$ cat config.mk
export PLATFORM = sky130hd
export DESIGN_NAME = tile_read_pipeline
export DESIGN_NICKNAME = d
export VERILOG_FILES = /design/src/logic/tile_pkg.sv /design/src/logic/chunk_if.sv /design/src/logic/cmd_if.sv /design/src/logic/chunk_head.sv /design/src/logic/dram_addr_looper.sv /design/src/logic/sram_cmd_looper.sv /design/src/logic/sram_write_collector.sv /design/src/logic/tile_read_pipeline.sv
export SDC_FILE = /design/constraint.sdc
export NUM_CORES = 2
export LEC_CHECK = 0
export CORE_MARGIN = 2
export CORE_UTILIZATION = 30
export CTS_CLUSTER_SIZE = 10
export DETAILED_ROUTE_END_ITERATION = 8
export DONT_BUFFER_PORTS = 1
export GPL_ROUTABILITY_DRIVEN = 0
export MAX_ROUTING_LAYER = met4
export PLACE_DENSITY = 0.54
export SYNTH_ARGS = -nofsm -noshare
export SYNTH_HDL_FRONTEND = slang
export SYNTH_SLANG_ARGS = --single-unit
export TNS_END_PERCENT = 30
$ cat constraint.sdc
create_clock -name i_clk -period 7 [get_ports i_clk]
set_input_delay 0.7 -clock i_clk [delete_from_list [all_inputs] [get_ports i_clk]]
set_output_delay 0.7 -clock i_clk [all_outputs]
set_load 0.01 [all_outputs]
$ cat src/logic/tile_pkg.sv
`default_nettype none

package tile_pkg;

	// ================================================
	// global side
	// ================================================
	// byte address into global memory
	localparam int GBW = 32;
	// one DRAM beat carries a full tile row
	localparam int DBW = 64;

	// ================================================
	// local tile buffer
	// ================================================
	localparam int MAX_ROWS = 16;
	// local row address
	localparam int LBW = $clog2(MAX_ROWS);
	// row count, one bit wider so MAX_ROWS fits
	localparam int RBW = LBW + 1;

	// one queued write command in the collector
	typedef struct packed {
		logic           islast;
		logic [LBW-1:0] local_row;
	} cmd_entry_t;

endpackage

`default_nettype wire

$ cat src/logic/chunk_if.sv
`timescale 1ns/1ps
`default_nettype none

// one tile description, broadcast to both loopers
interface chunk_if;

	logic                       valid;
	// row * pitch + col
	logic [tile_pkg::GBW-1:0]   start_ofs;
	logic [tile_pkg::GBW-1:0]   base;
	logic [tile_pkg::GBW-1:0]   pitch;
	logic [tile_pkg::RBW-1:0]   rows;
	logic [tile_pkg::LBW-1:0]   xor_mask;

	modport src (
		output valid,
		output start_ofs,
		output base,
		output pitch,
		output rows,
		output xor_mask
	);

	modport dst (
		input valid,
		input start_ofs,
		input base,
		input pitch,
		input rows,
		input xor_mask
	);

endinterface

`default_nettype wire

$ cat src/logic/cmd_if.sv
`timescale 1ns/1ps
`default_nettype none

// per-row local write commands
interface cmd_if;

	logic                     valid;
	// row address after swizzle
	logic [tile_pkg::LBW-1:0] local_row;
	logic                     islast;

	modport src (
		output valid,
		output local_row,
		output islast
	);

	modport dst (
		input valid,
		input local_row,
		input islast
	);

endinterface

`default_nettype wire

$ cat src/logic/chunk_head.sv
`timescale 1ns/1ps
`default_nettype none

module chunk_head (
	input  wire logic                     i_clk,
	input  wire logic                     i_rst,
	input  wire logic                     i_req_valid,
	input  wire logic [tile_pkg::GBW-1:0] i_req_base,
	input  wire logic [tile_pkg::GBW-1:0] i_req_pitch,
	input  wire logic [tile_pkg::GBW-1:0] i_req_row,
	input  wire logic [tile_pkg::GBW-1:0] i_req_col,
	input  wire logic [tile_pkg::RBW-1:0] i_req_rows,
	input  wire logic [tile_pkg::LBW-1:0] i_req_xor_mask,
	input  wire logic                     i_tile_done,
	output logic                          o_busy,
	chunk_if.src                          o_chunk
);

	logic accept;

	// one tile at a time, empty or oversized tiles dropped
	assign accept = i_req_valid && !o_busy
		&& (i_req_rows != '0)
		&& (i_req_rows <= tile_pkg::MAX_ROWS);

	// ================================================
	// control
	// ================================================
	always_ff @(posedge i_clk or negedge i_rst) begin
		if (!i_rst) begin
			o_chunk.valid <= 1'b0;
			o_busy        <= 1'b0;
		end else begin
			o_chunk.valid <= accept;
			if (accept) begin
				o_busy <= 1'b1;
			end else if (i_tile_done) begin
				// released the cycle after done
				o_busy <= 1'b0;
			end
		end
	end

	// ================================================
	// tile description
	// ================================================
	always_ff @(posedge i_clk) begin
		if (accept) begin
			// linear offset of the first element
			o_chunk.start_ofs <= i_req_row * i_req_pitch + i_req_col;
			o_chunk.base      <= i_req_base;
			o_chunk.pitch     <= i_req_pitch;
			o_chunk.rows      <= i_req_rows;
			o_chunk.xor_mask  <= i_req_xor_mask;
		end
	end

endmodule

`default_nettype wire

$ cat src/logic/dram_addr_looper.sv
`timescale 1ns/1ps
`default_nettype none

module dram_addr_looper (
	input  wire logic                     i_clk,
	input  wire logic                     i_rst,
	chunk_if.dst                          i_chunk,
	output logic                          o_ra_valid,
	output logic [tile_pkg::GBW-1:0]      o_ra
);

	logic                     active;
	logic [tile_pkg::GBW-1:0] cur_addr;
	logic [tile_pkg::GBW-1:0] pitch;
	// rows still to go after the current one
	logic [tile_pkg::LBW-1:0] rows_left;
	logic [tile_pkg::RBW-1:0] rows_m1;

	assign rows_m1 = i_chunk.rows - 1'b1;

	// ================================================
	// row walk
	// ================================================
	always_ff @(posedge i_clk or negedge i_rst) begin
		if (!i_rst) begin
			active <= 1'b0;
		end else if (i_chunk.valid) begin
			active <= 1'b1;
		end else if (active && (rows_left == '0)) begin
			active <= 1'b0;
		end
	end

	always_ff @(posedge i_clk) begin
		if (i_chunk.valid) begin
			cur_addr  <= i_chunk.base + i_chunk.start_ofs;
			pitch     <= i_chunk.pitch;
			rows_left <= rows_m1[tile_pkg::LBW-1:0];
		end else if (active && (rows_left != '0)) begin
			// next row sits one pitch further
			cur_addr  <= cur_addr + pitch;
			rows_left <= rows_left - 1'b1;
		end
	end

	// one address per cycle, no stalls on the DRAM side
	assign o_ra_valid = active;
	assign o_ra       = cur_addr;

endmodule

`default_nettype wire

$ cat src/logic/sram_cmd_looper.sv
`timescale 1ns/1ps
`default_nettype none

module sram_cmd_looper (
	input  wire logic i_clk,
	input  wire logic i_rst,
	chunk_if.dst      i_chunk,
	cmd_if.src        o_cmd
);

	logic                     active;
	// unswizzled row index
	logic [tile_pkg::LBW-1:0] row_idx;
	logic [tile_pkg::LBW-1:0] last_idx;
	logic [tile_pkg::LBW-1:0] mask;
	logic [tile_pkg::RBW-1:0] rows_m1;
	logic                     at_last;

	assign rows_m1 = i_chunk.rows - 1'b1;
	assign at_last = (row_idx == last_idx);

	// ================================================
	// row counter
	// ================================================
	always_ff @(posedge i_clk or negedge i_rst) begin
		if (!i_rst) begin
			active <= 1'b0;
		end else if (i_chunk.valid) begin
			active <= 1'b1;
		end else if (active && at_last) begin
			active <= 1'b0;
		end
	end

	always_ff @(posedge i_clk) begin
		if (i_chunk.valid) begin
			row_idx  <= '0;
			last_idx <= rows_m1[tile_pkg::LBW-1:0];
			mask     <= i_chunk.xor_mask;
		end else if (active && !at_last) begin
			row_idx <= row_idx + 1'b1;
		end
	end

	// ================================================
	// command out
	// ================================================
	// xor swizzle spreads rows across the buffer
	assign o_cmd.valid     = active;
	assign o_cmd.local_row = row_idx ^ mask;
	assign o_cmd.islast    = at_last;

endmodule

`default_nettype wire

$ cat src/logic/sram_write_collector.sv
`timescale 1ns/1ps
`default_nettype none

module sram_write_collector #(
	parameter int QUEUE_DEPTH = 16
) (
	input  wire logic                     i_clk,
	input  wire logic                     i_rst,
	cmd_if.dst                            i_cmd,
	input  wire logic                     i_rd_valid,
	input  wire logic [tile_pkg::DBW-1:0] i_rd_data,
	input  wire logic                     i_sram_re,
	input  wire logic [tile_pkg::LBW-1:0] i_sram_raddr,
	output logic                          o_sram_rvalid,
	output logic [tile_pkg::DBW-1:0]      o_sram_rdata,
	output logic                          o_tile_done
);

	localparam int PTR_BW = $clog2(QUEUE_DEPTH);
	localparam int CNT_BW = $clog2(QUEUE_DEPTH + 1);

	tile_pkg::cmd_entry_t     queue [QUEUE_DEPTH];
	logic [PTR_BW-1:0]        wr_ptr;
	logic [PTR_BW-1:0]        rd_ptr;
	logic [CNT_BW-1:0]        q_count;
	logic                     q_empty;
	logic                     bypass;
	logic                     push;
	logic                     pop;
	tile_pkg::cmd_entry_t     head;
	logic [tile_pkg::DBW-1:0] tile_mem [tile_pkg::MAX_ROWS];

	// ================================================
	// command queue
	// ================================================
	assign q_empty = (q_count == '0);
	// beat and its command in the same cycle skips the queue
	assign bypass  = i_rd_valid && q_empty;
	assign push    = i_cmd.valid && !bypass;
	assign pop     = i_rd_valid && !q_empty;

	always_comb begin
		if (q_empty) begin
			head.islast    = i_cmd.islast;
			head.local_row = i_cmd.local_row;
		end else begin
			head = queue[rd_ptr];
		end
	end

	always_ff @(posedge i_clk or negedge i_rst) begin
		if (!i_rst) begin
			wr_ptr  <= '0;
			rd_ptr  <= '0;
			q_count <= '0;
		end else begin
			if (push) begin
				wr_ptr <= wr_ptr + 1'b1;
			end
			if (pop) begin
				rd_ptr <= rd_ptr + 1'b1;
			end
			case ({push, pop})
				2'b10: q_count <= q_count + 1'b1;
				2'b01: q_count <= q_count - 1'b1;
				default: q_count <= q_count;
			endcase
		end
	end

	always_ff @(posedge i_clk) begin
		if (push) begin
			queue[wr_ptr].islast    <= i_cmd.islast;
			queue[wr_ptr].local_row <= i_cmd.local_row;
		end
	end

	// ================================================
	// tile buffer
	// ================================================
	always_ff @(posedge i_clk) begin
		if (i_rd_valid) begin
			tile_mem[head.local_row] <= i_rd_data;
		end
		if (i_sram_re) begin
			o_sram_rdata <= tile_mem[i_sram_raddr];
		end
	end

	// read strobe and done pulse
	always_ff @(posedge i_clk or negedge i_rst) begin
		if (!i_rst) begin
			o_sram_rvalid <= 1'b0;
			o_tile_done   <= 1'b0;
		end else begin
			o_sram_rvalid <= i_sram_re;
			// last row landed on the previous edge
			o_tile_done   <= i_rd_valid && head.islast;
		end
	end

endmodule

`default_nettype wire

$ cat src/logic/tile_read_pipeline.sv
`timescale 1ns/1ps
`default_nettype none

module tile_read_pipeline #(
	parameter int QUEUE_DEPTH = 16
) (
	input  wire logic                     i_clk,
	input  wire logic                     i_rst,
	// tile request
	input  wire logic                     i_req_valid,
	input  wire logic [tile_pkg::GBW-1:0] i_req_base,
	input  wire logic [tile_pkg::GBW-1:0] i_req_pitch,
	input  wire logic [tile_pkg::GBW-1:0] i_req_row,
	input  wire logic [tile_pkg::GBW-1:0] i_req_col,
	input  wire logic [tile_pkg::RBW-1:0] i_req_rows,
	input  wire logic [tile_pkg::LBW-1:0] i_req_xor_mask,
	output logic                          o_busy,
	// DRAM
	output logic                          o_dram_ra_valid,
	output logic [tile_pkg::GBW-1:0]      o_dram_ra,
	input  wire logic                     i_dram_rd_valid,
	input  wire logic [tile_pkg::DBW-1:0] i_dram_rd_data,
	// local buffer read port
	input  wire logic                     i_sram_re,
	input  wire logic [tile_pkg::LBW-1:0] i_sram_raddr,
	output logic                          o_sram_rvalid,
	output logic [tile_pkg::DBW-1:0]      o_sram_rdata,
	output logic                          o_tile_done
);

	chunk_if u_chunk ();
	cmd_if   u_cmd ();

	// ================================================
	// request front
	// ================================================
	chunk_head u_chunk_head (
		.i_clk          (i_clk),
		.i_rst          (i_rst),
		.i_req_valid    (i_req_valid),
		.i_req_base     (i_req_base),
		.i_req_pitch    (i_req_pitch),
		.i_req_row      (i_req_row),
		.i_req_col      (i_req_col),
		.i_req_rows     (i_req_rows),
		.i_req_xor_mask (i_req_xor_mask),
		.i_tile_done    (o_tile_done),
		.o_busy         (o_busy),
		.o_chunk        (u_chunk.src)
	);

	// ================================================
	// loopers, side by side
	// ================================================
	dram_addr_looper u_dram_addr_looper (
		.i_clk      (i_clk),
		.i_rst      (i_rst),
		.i_chunk    (u_chunk.dst),
		.o_ra_valid (o_dram_ra_valid),
		.o_ra       (o_dram_ra)
	);

	sram_cmd_looper u_sram_cmd_looper (
		.i_clk   (i_clk),
		.i_rst   (i_rst),
		.i_chunk (u_chunk.dst),
		.o_cmd   (u_cmd.src)
	);

	// data return into the tile buffer
	sram_write_collector #(
		.QUEUE_DEPTH (QUEUE_DEPTH)
	) u_sram_write_collector (
		.i_clk         (i_clk),
		.i_rst         (i_rst),
		.i_cmd         (u_cmd.dst),
		.i_rd_valid    (i_dram_rd_valid),
		.i_rd_data     (i_dram_rd_data),
		.i_sram_re     (i_sram_re),
		.i_sram_raddr  (i_sram_raddr),
		.o_sram_rvalid (o_sram_rvalid),
		.o_sram_rdata  (o_sram_rdata),
		.o_tile_done   (o_tile_done)
	);

endmodule

`default_nettype wire

# Word-level counts from Yosys, hierarchy flattened
# Memory sizes are Yosys's and may differ from the RTL's. A register that Yosys moved wholly into a read port is not among the register bits.
# Cells that the tools add are included.
[word_totals]
reg_bits = 203
mem_bits_rw = 1104
input_bits = 210
word_cells = 78
mem_count = 2
[memory_table]
columns = ["memory", "words", "width", "read_ports", "rd_ports_with_merged_regs", "write_ports", "line_no", "source"]
rows = [
  ["u_sram_write_collector.tile_mem", 16, 64, 1, 1, 1, "sram_write_collector.sv:31", "logic [tile_pkg::DBW-1:0] tile_mem [tile_pkg::MAX_ROWS];"],
  ["u_sram_write_collector.queue", 16, 5, 1, 0, 1, "sram_write_collector.sv:22", "tile_pkg::cmd_entry_t queue [QUEUE_DEPTH];"],
]
[op_classes]
n_addsub = 10
mul = 1
magnitude_cmp = 1
eq_ne = 3
n_mux = 16
bitwise = 1
reduce_logical = 24
[ops]
columns = ["cell", "count"]
rows = [
  ["adder 32 bit", 3],
  ["two-way mux 32 bit", 2],
  ["multiplier 32 x 32 -> 32 bit", 1],
  ["adder 4 x 1 -> 4 bit (second input constant)", 3],
  ["logical AND 1 bit", 11],
  ["two-way mux 1 bit", 10],
  ["one-hot mux 5 bit (2 select lines)", 1],
  ["nonzero test 2 bit", 5],
  ["two-way mux 4 bit", 2],
  ["subtractor 4 x 1 -> 4 bit (second input constant)", 2],
  ["adder 5 x 1 -> 5 bit (second input constant)", 1],
  ["<= comparator 5 bit (second input constant)", 1],
  ["logical NOT 5 bit", 1],
  ["two-way mux 5 bit", 1],
  ["nonzero test 5 bit", 1],
  ["subtractor 5 x 1 -> 5 bit (second input constant)", 1],
  ["equality test 4 bit", 1],
  ["logical NOT 1 bit", 4],
  ["logical NOT 4 bit", 1],
  ["nonzero test 4 bit", 1],
  ["XOR 4 bit", 1],
  ["equality test 2 x 1 -> 1 bit (second input constant)", 1],
  ["equality test 2 bit (second input constant)", 1],
]

# Logic depth before layout (Yosys ltp)
[logic_depth]
depth_word = 6
depth_mapped = 30
depth_no_buf = 28

# By module
# Synthesis repeated with hierarchy kept, for this count alone.
[unflattened]
hier_cells = 4383
area_unflattened_um2 = 71063.2
[by_module_without_submodules]
columns = ["mod", "n_inst", "cells_each", "area_per_inst_um2", "seq_area_each_um2"]
rows = [
  ["sram_write_collector", 1, 1757, 44512.7, 35449.0],
  ["chunk_head", 1, 1973, 20130.6, 3203.1],
  ["dram_addr_looper", 1, 609, 5829.3, 2067.0],
  ["sram_cmd_looper", 1, 44, 590.6, 345.3],
]

# Worst setup path before layout
# OpenSTA, ideal clock, no wires.
[synth_path]
path_type = "input port to flip-flop"
start = "input i_req_pitch[3] in the netlist's numbering"
end = "register u_chunk_head.o_chunk.start_ofs[31], data pin"
setup_time_ps = 260
arrival_ps = 7197
t_required_ps = 6740
setup_slack_ps = -457
path_stages = 25
path_cell_list = "clkbuf_1 clkbuf_1 and2_1 fa_1 fa_1 fa_1 inv_1 fa_1 inv_1 fa_1 fa_1 fa_1 inv_1 fa_1 inv_1 ha_1 a21o_1 a21o_1 a21oi_1 o21ai_0 o41ai_2 o21ai_1 o41ai_2 o21ai_0 xnor2_1"
[synth_via]
elab_chain_len = 2
[synth_rtl]
columns = ["element", "line_no", "source"]
rows = [
  ["from (decl)", "tile_read_pipeline.sv:12", "input wire logic [tile_pkg::GBW-1:0] i_req_pitch,"],
  ["multiplier 32 x 32 -> 32 bit", "chunk_head.sv:50", "o_chunk.start_ofs <= i_req_row * i_req_pitch + i_req_col;"],
  ["adder 32 bit", "chunk_head.sv:50", ""],
  ["to (signal assigned)", "chunk_head.sv:50", ""],
  ["to (decl)", "chunk_if.sv:17", "output start_ofs,"],
]
# No other way between the ends.
# A chain may end at the register's enable or synchronous reset.

# Worst setup path in the final report
[layout_path]
start = "input i_req_pitch[2] in the netlist's numbering"
end = "register u_chunk_head.o_chunk.start_ofs[31], data pin"
# The elaborated chain is that of the path after synthesis.

==> impl_metrics.py <==
metrics = {
    "status": {
        "status": "completed",
    },
    "global_routing": {
        "gr-usage-all-layers": 0.160,
        "grt_max_degree": 257,
        "grt_pass1_vias": 38727,
        "grt_overflow": 0,
        "grt_first_pass_wirelength_mm": 269,
        "antenna_found_initial": 52,
    },
    "worst_setup_path": {
        "rr_worst_depth": 7,
        "rrSetupSlack_ns": 2.32,
        "r2r_start": "u_sram_write_collector.rd_ptr[0]$_DFFE_PN0P_",
        "worst_path_most_repeated_cell": "fa_1",
        "r2r_end": "u_sram_write_collector.tile_mem[13][11]$_DFFE_PP_",
        "cpPeakStageDelay_ns": 0.54,
        "slowest_stage": "fa_1",
        "critPathRequiredTime_ns": 7.52,
        "worstSetupPathType": "primary input to flop",
        "cp-end-kind": "flop",
        "crit_path_start_kind": "primary input",
        "crit_arrival_ns": 7.04,
        "cp_max_fo": 32,
    },
    "clock_tree": {
        "hold_buffers": 140,
        "clockRootBuffer": "clkbuf_16",
        "clock-sinks": 1371,
        "cts-htree-levels": 4,
        "ctsLongestPathBuffers": 3,
        "cts_made_buffers": 158,
        "clk_pin_slew_worst_paths_ns": 0.06,
        "cts_resized": 0,
        "cts_tree": "yes",
        "cts_setup_buffers": 0,
        "clock_latency_ns": 0.80,
    },
    "timing": {
        "finalSetupViolCount": 0,
        "skew_ns": 0.0448,
        "max_freq_ghz": 0.153,
        "finalHoldViolCount": 0,
        "timing.slew.headroom": 0.308,
        "tightest_slew_ns": 1.04,
        "slew_viol_final": 0,
        "period_minus_slack_ns": 6.52,
        "tns_ns": 0,
        "grt_setup_unrepaired": "false",
        "period_share": 0.931,
    },
    "die": {
        "pin_count": 310,
        "die-area_mm2": 0.238,
        "start_util": 0.302,
        "die-width_um": 488,
        "placementRows": 177,
        "core_mm2": 0.233,
        "die_h_um": 488,
    },
    "route": {
        "dr.pass1.iters": 7,
        "drtIter0Drc": 2515,
        "vias": 36579,
        "routed_via_density": 4.80,
        "wirelength_mm": 185,
        "drc": 0,
        "drt-wirelength-per-cell_um": 24.3,
        "ant_nets": 0,
    },
    "logic_synthesis": {
        "synth_seq_cells": 1371,
        "synthXorXnorAreaFrac": 0.0200,
        "yosys.cell_types.count": 69,
        "synth_top_family_by_area": "adder cells",
        "synth_compound_area_frac": 0.0251,
        "synth_top_area_frac": 0.577,
        "synth_area_leaders": "edfxtp_1, fa_1, mux4_2",
        "synth.net_count": 5157,
        "synth-edff-count": 1348,
        "synthSimpleGateAreaFrac": 0.0578,
        "synth_cells": 4308,
        "yosysSeqAreaShare": 0.585,
        "syn_area_mm2": 0.0701,
        "synth_warnings": 0,
        "postSynth.asyncResetShare": 0.0139,
        "synthAdderAreaFrac": 0.161,
        "ys_dominant_reg_cell": "edfxtp_1",
        "avgSynthCellArea_um2": 16.3,
        "synth_mux_area_frac": 0.113,
        "post-synth-top-area-cell": "edfxtp_1",
    },
    "worst_hold_path": {
        "min_path_type": "primary input to flop",
        "worstHoldEndpoint": "u_chunk_head.o_chunk.start_ofs[0]$_DFFE_PP_",
        "min_path_cells": 1,
        "worstHoldStart": "i_req_col[0]",
    },
    "flow_run": {
        "cap_viol_max_count": 0,
    },
    "layout": {
        "syn2layout_area_growth_pct": 14.3,
        "final_common_cell": "edfxtp_1",
        "final_cell_mix": "edfxtp_1, inv_1, fa_1, mux4_2, and2_1",
        "drive_gt1_frac": 0.142,
        "fill_cells": 22267,
        "fin_nets": 5356,
    },
    "placed_design": {
        "io_buffer_count": 0,
        "dp_hpwl_mm": 114,
    },
}
## layer usage
| layer | vias to the layer above | share of wire | GRT usage |
|---|---|---|---|
| met4 | 0 | 0.030 | 0.0490 |
| met2 | 1024 | 0.50 | 0.265 |
| met1 | 19398 | 0.41 | 0.198 |
| met3 | 311 | 0.056 | 0.0319 |
| met5 | - | 0 | - |
| li1 | 15846 | - | - |
## cell type report
| class | count | area, um2 | share of cell area |
|---|---|---|---|
| sequential | 1371 | 41000 | 0.512 |
| multi-input combinational | 2228 | 26600 | 0.332 |
| clock buffer | 184 | 4140 | 0.0516 |
| tap | 3043 | 3810 | 0.0475 |
| timing repair buffer | 212 | 2120 | 0.0264 |
| inverter | 536 | 2010 | 0.0251 |
| clock inverter | 20 | 344 | 0.00429 |
| antenna | 23 | 57.6 | 0.000718 |
## worst max path at each step
stage                         startpoint                                      endpoint  slack, ns
after global placement     i_req_row[19]  u_chunk_head.o_chunk.start_ofs[31]$_DFFE_PP_      -0.34
after floorplan           i_req_pitch[4]  u_chunk_head.o_chunk.start_ofs[31]$_DFFE_PP_      -0.20
final                     i_req_pitch[2]  u_chunk_head.o_chunk.start_ofs[31]$_DFFE_PP_       0.48
after CTS                  i_req_row[20]  u_chunk_head.o_chunk.start_ofs[31]$_DFFE_PP_       0.54
after global routing       i_req_row[20]  u_chunk_head.o_chunk.start_ofs[31]$_DFFE_PP_       0.28
after detailed placement   i_req_row[16]  u_chunk_head.o_chunk.start_ofs[31]$_DFFE_PP_      -0.31
## registers in the layout, indices dropped and copies added (netlist names), 4 cells and up
name,flops
u_dram_addr_looper.pitch,32
u_sram_cmd_looper.last_idx,4
u_sram_write_collector.queue,80
u_dram_addr_looper.o_ra,32
u_chunk_head.o_chunk.start_ofs,32
u_chunk_head.o_chunk.rows,4
u_sram_write_collector.wr_ptr,4
u_sram_write_collector.tile_mem,1024
u_sram_cmd_looper.mask,4
u_sram_write_collector.rd_ptr,4
u_sram_write_collector.o_sram_rdata,64
u_chunk_head.o_chunk.pitch,32
u_chunk_head.o_chunk.xor_mask,4
u_dram_addr_looper.rows_left,4
u_chunk_head.o_chunk.base,32
u_sram_write_collector.q_count,5
u_sram_cmd_looper.row_idx,4
## cell families after synthesis
kind of cell | Yosys count
flops | 1371
fa+ha+maj | 639
compound gates | 272
simple gates | 797
mux | 360
xor+xnor | 160
buf+inv | 709
## worst max-delay path, delay by kind of cell
kind                       cells  cell delay, ns
adders and majority gates      9            4.19
xor gates and xnor gates       1            0.13
AOI/OAI and AO/OA              6            1.23
buffers and inverters          6            0.35
and+or+nand+nor                4            0.42
## cell usage after synthesis, types with 32 or more instances
library cell,instances
mux4_2,345
and2_1,330
o21ai_0,60
nor2_1,82
a21o_1,34
inv_1,536
nand2_1,275
a21oi_1,85
xnor2_1,110
clkbuf_1,138
ha_1,198
xor2_1,50
buf_1,32
fa_1,441
edfxtp_1,1348
## metrics by stage
step / hold WS [ns] / cells / instance area, um2 / setup WS [ns] / util
2_1_floorplan: 0.400 / 4308 / 70300 / -0.198 / -
3_3_place_gp: 0.402 / 7250 / 74200 / -0.338 / 0.319
3_5_place_dp: 0.405 / 7250 / 74200 / -0.313 / 0.319
4_1_cts: 0.0820 / 7594 / 80100 / 0.538 / 0.344
5_1_grt: 0.103 / 7610 / 80100 / 0.276 / 0.345
6_report: 0.158 / 7617 / 80200 / 0.484 / 0.345
Power is left out: the tool's default activity adds up to more than one toggle a clock period on the data nets, which glitch-free logic cannot reach.
